===== config.mk =====
export PLATFORM = sky130hd
export DESIGN_NAME = cordic_top
export DESIGN_NICKNAME = d
export VERILOG_FILES = /design/src/cordic_pkg.sv /design/src/cordic_atan_rom.sv /design/src/cordic_datapath.sv /design/src/cordic_quadrant_fix.sv /design/src/cordic_sequencer.sv /design/src/cordic_top.sv
export VERILOG_INCLUDE_DIRS = /design/src /design/src/src
export SDC_FILE = /design/constraint.sdc
export NUM_CORES = 1
export LEC_CHECK = 0
export ABC_AREA = 1
export BUFFER_PORTS_ARGS = -buffer_cell sky130_fd_sc_hd__clkbuf_2
export CORE_MARGIN = 2
export CORE_UTILIZATION = 55
export DETAILED_ROUTE_END_ITERATION = 16
export PLACE_DENSITY_LB_ADDON = 0.25
export SLEW_MARGIN = 10
export SYNTH_ARGS = -nofsm -noshare
export SYNTH_HDL_FRONTEND = slang
export SYNTH_SLANG_ARGS = --single-unit

===== constraint.sdc =====
create_clock -name clk -period 9.61 [get_ports clk]
set_clock_uncertainty 0.05 [all_clocks]
set_input_delay 0.4805 -clock clk [delete_from_list [all_inputs] [get_ports clk]]
set_output_delay 0.4805 -clock clk [all_outputs]
set_load 0.1 [all_outputs]

===== src/cordic_defs.svh =====
// ------------------------------
// CORDIC engine constants: word format, iteration count and start-to-ready latency.
// ------------------------------
`ifndef CORDIC_DEFS_SVH
`define CORDIC_DEFS_SVH

`define CORDIC_WORD_W    16                       // Data word width.
`define CORDIC_FRAC_W    14                       // Fraction bits, Q1.14.
`define CORDIC_ITERS     16                       // Iterations per calculation.
`define CORDIC_ITER_BITS 4                        // Width of the iteration index.

// Gain inverse 0.607253 scaled by 2^14.
`define CORDIC_X0        16'sh26DD

// 1 load cycle + 4 cycles per iteration + 1 output cycle.
`define CORDIC_LATENCY   (`CORDIC_ITERS * 4 + 2)

`endif


===== src/cordic_pkg.sv =====
// ------------------------------
// CORDIC shared types: data word, iteration index, adder slot and region flag.
// ------------------------------
`include "cordic_defs.svh"

package cordic_pkg;

    // ------------------------------
    // Data and index types
    // ------------------------------
    typedef logic signed [`CORDIC_WORD_W-1:0] cordic_word_t;    // Q1.14 two's complement.
    typedef logic [`CORDIC_ITER_BITS-1:0]     iter_idx_t;       // Iteration 0..15.

    // Owner of the shared adder in one slot cycle.
    typedef enum logic [1:0] {
        slot_x = 2'd0,                                          // X update.
        slot_y = 2'd1,                                          // Y update.
        slot_z = 2'd2                                           // Z update.
    } var_slot_t;

    // Quadrant flag that comes with the folded angle.
    typedef logic [1:0] region_t;

endpackage


===== src/cordic_atan_rom.sv =====
// ------------------------------
// Arctangent table, atan(2^-i) in Q1.14, addressed by the iteration counter.
// ------------------------------
`timescale 1ns/100ps
`include "cordic_defs.svh"

module cordic_atan_rom (
    input  cordic_pkg::iter_idx_t    iter,              // Current iteration.
    output cordic_pkg::cordic_word_t atan               // atan(2^-iter).
);

    import cordic_pkg::*;

    // Values are round(atan(2^-i) * 2^CORDIC_FRAC_W).
    localparam cordic_word_t atan_lut [`CORDIC_ITERS] = '{
        `CORDIC_WORD_W'(12868),                         // 0.785398 rad.
        `CORDIC_WORD_W'(7596),                          // 0.463648 rad.
        `CORDIC_WORD_W'(4014),                          // 0.244979 rad.
        `CORDIC_WORD_W'(2037),                          // 0.124355 rad.
        `CORDIC_WORD_W'(1023),                          // 0.062419 rad.
        `CORDIC_WORD_W'(512),                           // 0.031240 rad.
        `CORDIC_WORD_W'(256),                           // 0.015624 rad.
        `CORDIC_WORD_W'(128),                           // 0.007812 rad.
        `CORDIC_WORD_W'(64),                            // From here on atan(x) ~ x.
        `CORDIC_WORD_W'(32),
        `CORDIC_WORD_W'(16),
        `CORDIC_WORD_W'(8),
        `CORDIC_WORD_W'(4),
        `CORDIC_WORD_W'(2),
        `CORDIC_WORD_W'(1),
        `CORDIC_WORD_W'(0)                              // Below half an LSB.
    };

    // ------------------------------
    // Lookup
    // ------------------------------
    always_comb
    begin
        atan = atan_lut[iter];                          // Pure decode, no clock.
    end

endmodule


===== src/cordic_datapath.sv =====
// ------------------------------
// CORDIC datapath: X/Y/Z registers, snapshots, shifters, one shared add/sub.
// ------------------------------
`timescale 1ns/100ps
`include "cordic_defs.svh"

module cordic_datapath (
    input  logic                     clk,               // System clock.
    input  logic                     rst_n,             // Async reset, active low.
    input  cordic_pkg::cordic_word_t data_in,           // Angle, radians.
    input  logic                     load_init,         // Idle, angle tracked.
    input  logic                     snap_en,           // Take the snapshot.
    input  logic                     slot_en,           // Adder result is written.
    input  cordic_pkg::var_slot_t    slot,              // Adder owner.
    input  cordic_pkg::iter_idx_t    iter,              // Shift amount.
    input  cordic_pkg::cordic_word_t atan,              // Table entry for Z.
    output cordic_pkg::cordic_word_t x_out,             // Final X, cosine.
    output cordic_pkg::cordic_word_t y_out              // Final Y, sine.
);

    import cordic_pkg::*;

    cordic_word_t z_init;                               // Latched angle.
    logic         init_sel;                             // Next snapshot takes initial values.
    cordic_word_t x_reg, y_reg, z_reg;                  // Iterated values.
    cordic_word_t x_snap, y_snap, z_snap;               // Held for one iteration.
    cordic_word_t x_sh, y_sh;                           // Shifted snapshots.
    cordic_word_t operand_a, operand_b;                 // Shared adder inputs.
    cordic_word_t sum;                                  // Shared adder output.
    logic         z_neg;                                // Rotation direction.
    logic         sub;                                  // 1 subtracts.

    // ------------------------------
    // Initial values
    // ------------------------------
    always_ff @(posedge clk)
    begin
        if (load_init)
        begin
            z_init <= data_in;                          // Last idle edge is the start edge.
        end
    end

    always_ff @(posedge clk or negedge rst_n)
    begin
        if (!rst_n)
        begin
            init_sel <= 1'b0;
        end
        else if (load_init)
        begin
            init_sel <= 1'b1;                           // Armed until the first snapshot.
        end
        else if (snap_en)
        begin
            init_sel <= 1'b0;
        end
    end

    // Start-of-iteration mux into the snapshot line.
    always_ff @(posedge clk)
    begin
        if (snap_en)
        begin
            x_snap <= init_sel ? `CORDIC_X0 : x_reg;
            y_snap <= init_sel ? '0 : y_reg;
            z_snap <= init_sel ? z_init : z_reg;
        end
    end

    // ------------------------------
    // Shifters and shared adder
    // ------------------------------
    assign x_sh  = x_snap >>> iter;                     // Arithmetic, keeps the sign.
    assign y_sh  = y_snap >>> iter;
    assign z_neg = z_snap[`CORDIC_WORD_W-1];

    always_comb
    begin
        case (slot)
            slot_x:
            begin
                operand_a = x_snap;
                operand_b = y_sh;
                sub       = ~z_neg;                     // x - d*y/2^i.
            end
            slot_y:
            begin
                operand_a = y_snap;
                operand_b = x_sh;
                sub       = z_neg;                      // y + d*x/2^i.
            end
            slot_z:
            begin
                operand_a = z_snap;
                operand_b = atan;
                sub       = ~z_neg;                     // z - d*atan.
            end
            default:
            begin
                operand_a = '0;                         // Unused code.
                operand_b = '0;
                sub       = 1'b0;
            end
        endcase
    end

    assign sum = sub ? (operand_a - operand_b) : (operand_a + operand_b);

    // Result lands at the edge that ends its slot.
    always_ff @(posedge clk)
    begin
        if (slot_en)
        begin
            case (slot)
                slot_x:  x_reg <= sum;
                slot_y:  y_reg <= sum;
                slot_z:  z_reg <= sum;
                default: z_reg <= z_reg;
            endcase
        end
    end

    assign x_out = x_reg;
    assign y_out = y_reg;

endmodule


===== src/cordic_quadrant_fix.sv =====
// ------------------------------
// CORDIC output stage: sine/cosine select, region sign fix, result register.
// ------------------------------
`timescale 1ns/100ps

module cordic_quadrant_fix (
    input  logic                     clk,               // System clock.
    input  logic                     rst_n,             // Async reset, active low.
    input  logic                     capture_cmd,       // Accepted start.
    input  logic                     operation,         // 1 sine, 0 cosine.
    input  cordic_pkg::region_t      shift_region,      // Quadrant of the angle.
    input  logic                     out_en,            // Load the result.
    input  cordic_pkg::cordic_word_t x_out,             // Cosine.
    input  cordic_pkg::cordic_word_t y_out,             // Sine.
    output cordic_pkg::cordic_word_t data_output        // Final result.
);

    import cordic_pkg::*;

    logic         op_q;                                 // Latched operation.
    region_t      region_q;                             // Latched region.
    logic         negate;
    cordic_word_t sel_word;

    always_ff @(posedge clk or negedge rst_n)
    begin
        if (!rst_n)
        begin
            op_q     <= 1'b0;
            region_q <= '0;
        end
        else if (capture_cmd)
        begin
            op_q     <= operation;
            region_q <= shift_region;
        end
    end

    // Cosine flips in 01 and 10, sine in 10 and 11.
    assign negate   = op_q ? region_q[1] : (region_q[1] ^ region_q[0]);
    assign sel_word = op_q ? y_out : x_out;

    always_ff @(posedge clk or negedge rst_n)
    begin
        if (!rst_n)
        begin
            data_output <= '0;
        end
        else if (out_en)
        begin
            data_output <= negate ? -sel_word : sel_word;   // Held through ready.
        end
    end

endmodule


===== src/cordic_sequencer.sv =====
// ------------------------------
// CORDIC control FSM: start/ack handshake, iteration and slot counters.
// ------------------------------
`timescale 1ns/100ps
`include "cordic_defs.svh"

module cordic_sequencer (
    input  logic                   clk,                 // System clock.
    input  logic                   rst_n,               // Async reset, active low.
    input  logic                   beg_cordic,          // Start strobe.
    input  logic                   ack_cordic,          // Result taken.
    output logic                   ready_cordic,        // Result valid level.
    output logic                   load_init,           // Idle, track the angle and arm init.
    output logic                   snap_en,             // Snapshot cycle.
    output logic                   slot_en,             // Shared adder writes.
    output logic                   capture_cmd,         // Accepted start.
    output logic                   out_en,              // Load the result register.
    output cordic_pkg::var_slot_t  slot,                // Adder owner.
    output cordic_pkg::iter_idx_t  iter                 // Iteration index.
);

    import cordic_pkg::*;

    typedef enum logic [2:0] {
        st_idle,                                        // Waiting for a start.
        st_load,                                        // Angle latched, outputs settle.
        st_snap,                                        // Snapshot of X, Y and Z.
        st_slot,                                        // X, Y, Z adder slots.
        st_out,                                         // Result goes to the output stage.
        st_wait_ack                                     // Ready held until ack.
    } state_t;

    state_t state;
    state_t state_nxt;
    logic   start_acc;                                  // Start seen while idle.
    logic   last_slot;                                  // Z slot, end of an iteration.
    logic   last_iter;                                  // Final iteration.

    assign start_acc   = beg_cordic && (state == st_idle);  // Busy engine drops starts.
    assign capture_cmd = start_acc;                     // Same edge as the Z latch.
    assign last_slot   = (slot == slot_z);
    assign last_iter   = (iter == iter_idx_t'(`CORDIC_ITERS - 1));

    // ------------------------------
    // Next state
    // ------------------------------
    always_comb
    begin
        state_nxt = state;                              // Hold by default.
        case (state)
            st_idle:     if (start_acc) state_nxt = st_load;
            st_load:     state_nxt = st_snap;
            st_snap:     state_nxt = st_slot;
            st_slot:
            begin
                if (last_slot)
                begin
                    state_nxt = last_iter ? st_out : st_snap;
                end
            end
            st_out:      state_nxt = st_wait_ack;
            st_wait_ack: if (ack_cordic) state_nxt = st_idle;  // Stalls without ack.
            default:     state_nxt = st_idle;
        endcase
    end

    // State and registered strobes, decoded from the next state.
    always_ff @(posedge clk or negedge rst_n)
    begin
        if (!rst_n)
        begin
            state        <= st_idle;
            ready_cordic <= 1'b0;
            load_init    <= 1'b1;                       // Reset lands in idle.
            snap_en      <= 1'b0;
            slot_en      <= 1'b0;
            out_en       <= 1'b0;
        end
        else
        begin
            state        <= state_nxt;
            ready_cordic <= (state_nxt == st_wait_ack);
            load_init    <= (state_nxt == st_idle);
            snap_en      <= (state_nxt == st_snap);
            slot_en      <= (state_nxt == st_slot);
            out_en       <= (state_nxt == st_out);
        end
    end

    // ------------------------------
    // Slot and iteration counters
    // ------------------------------
    // Fixed X, Y, Z order is the grant of the shared adder.
    always_ff @(posedge clk or negedge rst_n)
    begin
        if (!rst_n)
        begin
            slot <= slot_x;
            iter <= '0;
        end
        else if (start_acc)
        begin
            slot <= slot_x;                             // New calculation.
            iter <= '0;
        end
        else if (state == st_slot)
        begin
            case (slot)
                slot_x:  slot <= slot_y;
                slot_y:  slot <= slot_z;
                default:
                begin
                    slot <= slot_x;                     // Wrap for the next iteration.
                    if (!last_iter)
                    begin
                        iter <= iter + 1'b1;
                    end
                end
            endcase
        end
    end

endmodule


===== src/cordic_top.sv =====
// ------------------------------
// CORDIC sine/cosine engine, rotation mode, one time-shared adder.
// ------------------------------
`timescale 1ns/100ps

module cordic_top (
    input  logic                     clk,               // System clock.
    input  logic                     rst_n,             // Async reset, active low.
    input  logic                     beg_cordic,        // Start strobe.
    input  logic                     ack_cordic,        // Result taken.
    input  logic                     operation,         // 1 sine, 0 cosine.
    input  cordic_pkg::region_t      shift_region,      // Quadrant flag.
    input  cordic_pkg::cordic_word_t data_in,           // Angle within +-pi/2.
    output logic                     ready_cordic,      // Result valid.
    output cordic_pkg::cordic_word_t data_output        // Sine or cosine.
);

    import cordic_pkg::*;

    logic         load_init;
    logic         snap_en;
    logic         slot_en;
    logic         capture_cmd;
    logic         out_en;
    var_slot_t    slot;
    iter_idx_t    iter;
    cordic_word_t atan;
    cordic_word_t x_out;
    cordic_word_t y_out;

    // ------------------------------
    // Control
    // ------------------------------
    cordic_sequencer u_sequencer (
        .clk          (clk),
        .rst_n        (rst_n),
        .beg_cordic   (beg_cordic),
        .ack_cordic   (ack_cordic),
        .ready_cordic (ready_cordic),
        .load_init    (load_init),
        .snap_en      (snap_en),
        .slot_en      (slot_en),
        .capture_cmd  (capture_cmd),
        .out_en       (out_en),
        .slot         (slot),
        .iter         (iter)
    );

    // ------------------------------
    // Datapath and table
    // ------------------------------
    cordic_atan_rom u_atan_rom (
        .iter (iter),
        .atan (atan)
    );

    cordic_datapath u_datapath (
        .clk       (clk),
        .rst_n     (rst_n),
        .data_in   (data_in),
        .load_init (load_init),
        .snap_en   (snap_en),
        .slot_en   (slot_en),
        .slot      (slot),
        .iter      (iter),
        .atan      (atan),
        .x_out     (x_out),
        .y_out     (y_out)
    );

    cordic_quadrant_fix u_quadrant_fix (
        .clk          (clk),
        .rst_n        (rst_n),
        .capture_cmd  (capture_cmd),
        .operation    (operation),
        .shift_region (shift_region),
        .out_en       (out_en),
        .x_out        (x_out),
        .y_out        (y_out),
        .data_output  (data_output)
    );

endmodule

==> run summary <==
Nets - 1,060
initial antenna violation count - 0
Tmin final - 5.52 ns
clock latency at the later pin of the worst-skew pair - 0.43 ns
synth unique cells - 43
vias in the first global route - 6,073
Post-DP HPWL - 14,400 µm
Least-Margin Pin Slew - 1.08 ns
synthesized area per cell - 8.40 µm²
# rows - 44
Hold Buf Count CTS - 0
Final Util - 0.627
Vias/cell - 5.49
DRT iter0 DRCs - 755
area growth from synthesis to layout - 10.9%
storage element area - 0.00422 mm²
placer congestion estimate - 0.969
final WL - 19,900 µm
Vias - 6,641
CP Capture Type - register
maximum clock path buffer count - 2
Max-slew headroom - 0.277
Final TNS setup - 0 ns
Most used DFF post-synth - edfxtp_1
num ports - 40
cells after synthesis - 982
Hold WC Path Type - in2async
first-pass GRT wire length - 32,100 µm
CTS Sinks - 146
Synth Register Bits - 146
crit path kind - reg2reg
share of the yosys chip area belonging to registers - 0.511
Slew Limit Fails - 0
largest net degree at the start of global routing - 50
H-tree depth - 4
Synth Cell Area - 0.00825 mm²
Routed Antenna Nets - 0
post-CTS sizing - 0
share of layout cells above drive strength 1 - 0.103
FMAX - 181 MHz
Final period util - 0.574
Async SR Flop Fraction - 0.233
GRT Total Usage - 0.262
CTS buffer count - 17
Die ar. - 0.0160 mm²
clock root buffer - clkbuf_16
CP Data Required Time - 9.73 ns
antenna cells - 0
commonest non-fill, non-tap cell in the layout - nand2_1
average wire per standard cell - 16.5 µm
most frequent cells in the layout - nand2_1, edfxtp_1, inv_1
DIE HEIGHT - 126 µm
fill cell count - 1,225
Final Hold Vio Count - 0
Worst Path Arrival - 5.63 ns
Initial Util - 0.566
core area - 0.0146 mm²
CP max FO - 24
EDFF count, synth - 112
Startpoint Class - register
area of the multi-input gates - 0.00348 mm²
r2r startpoint - u_sequencer.iter[0]$_DFFE_PN0P_
Initial DRT Pass Iterations - 5
yosys warns - 0
critical path startpoint - u_sequencer.iter[0]$_DFFE_PN0P_
Buffers on Ports - 39
Die X - 126 µm
final setup vio count - 0
buffer count from post-CTS setup fixing - 0
Max Cap Viol - 0
DRC - 0
Synth Net Count - 1,030
status - finished clean
Worst-path clk slew - 0.06 ns
CTS tree - built
RSZ-0062 raised after global routing - false
Remaining Overflow, GRT - 0
-- logic make-up (layout without fill, tap and decap cells) --
logic type | Yosys count | count (layout) | synth area share
xor+xnor | 36 | 36 | 0.0382
flops | 146 | 146 | 0.511
simple gates | 515 | 515 | 0.263
fa+ha+maj | 25 | 25 | 0.0388
buf+inv | 145 | 188 | 0.0682
compound gates | 115 | 115 | 0.0813
-- stage by stage --
stage	hold WS (ns)	instance area, µm²	instances	setup slack [ns]
4_1_cts	0.119	9150	1209	4.12
3_5_place_dp	0.421	8590	1177	4.20
5_1_grt	0.159	9150	1209	3.51
2_1_floorplan	0.135	8250	982	5.39
3_3_place_gp	0.416	8590	1177	4.32
6_report	0.111	9150	1209	4.09
-- final timing paths --
check / end / slack (ns) / depth (start not counted)
max in group asynchronous: u_sequencer.snap_en$_DFF_PN0_ / 8.78 / 1
hold reg to reg: u_quadrant_fix.data_output[1]$_DFFE_PN0P_ / 0.43 / 1
min in group clk: u_datapath.z_init[9]$_DFFE_PP_ / 0.17 / 1
hold / removal: u_quadrant_fix.data_output[12]$_DFFE_PN0P_ / 0.11 / 1
setup reg to reg: u_datapath.y_out[13]$_DFFE_PP_ / 4.09 / 25
setup / recovery: u_datapath.y_out[13]$_DFFE_PP_ / 4.09 / 25
-- synthesized netlist by cell type (2+ instances only) --
cell        n  share of area
nand2_1   278           0.13
edfxtp_1  112           0.41
inv_1     107          0.049
nand3_1   105          0.064
nor2_1     92          0.042
o21ai_0    53          0.032
dfrtp_1    33           0.10
a21oi_1    25          0.015
ha_1       24          0.036
clkbuf_1   23          0.010
xor2_1     23          0.024
xnor2_1    13          0.014
or2_2      10         0.0076
nor2_2      9         0.0068
nor3_1      9         0.0055
o221ai_1    9         0.0096
buf_2       6         0.0036
o211ai_1    4         0.0036
o22ai_1     4         0.0030
a211oi_1    3         0.0027
a21oi_2     3         0.0032
buf_1       3         0.0014
inv_2       3         0.0014
nand3b_1    3         0.0027
nand4_1     3         0.0023
o21ai_1     3         0.0018
a21boi_0    2         0.0018
a21o_1      2         0.0018
a221oi_1    2         0.0021
a31oi_1     2         0.0015
nand2_2     2         0.0015
-- layer usage --
layer  up-vias  wire length, µm  part of all wire  GRT usage
met5         -                0                 0          0
met4         0              289             0.015     0.0802
met3        20             1640             0.082     0.0553
met2       243             8890              0.45      0.385
met1      3069             9100              0.46      0.393
li1       3309                -                 -          -
-- worst max-delay path, stage by stage, from the launching register on --
cell and delay, ns:
dfrtp_1 0.82, inv_1 0.59, ha_1 0.44, a21oi_1 0.22, o21ai_0 0.12, o211ai_1 0.09
inv_1 0.08, nand2_1 0.06, nand2_1 0.06, nor2_2 0.14, ha_1 0.20, nand2_1 0.09
nor2_2 0.19, nor2_1 0.07, xor2_1 0.15, ha_1 0.35, nand2_1 0.06, inv_1 0.06
a21oi_1 0.09, o21ai_0 0.32, a21boi_0 0.20, o21ai_0 0.35, a21oi_1 0.13, nor2_1 0.10
nor2_1 0.06, xor2_1 0.16
-- cell type report --
cell class / instances / share of cell area
flip-flops and latches: 146 / 0.461
multi-input cells: 691 / 0.380
repair buffers: 45 / 0.0262
well taps: 184 / 0.0252
inverters: 111 / 0.0455
clock buffers: 21 / 0.0481
clock inverters: 11 / 0.0139
Power is not shown: default switching activity piles up to over one toggle a cycle in this logic, so the estimate is an artifact.
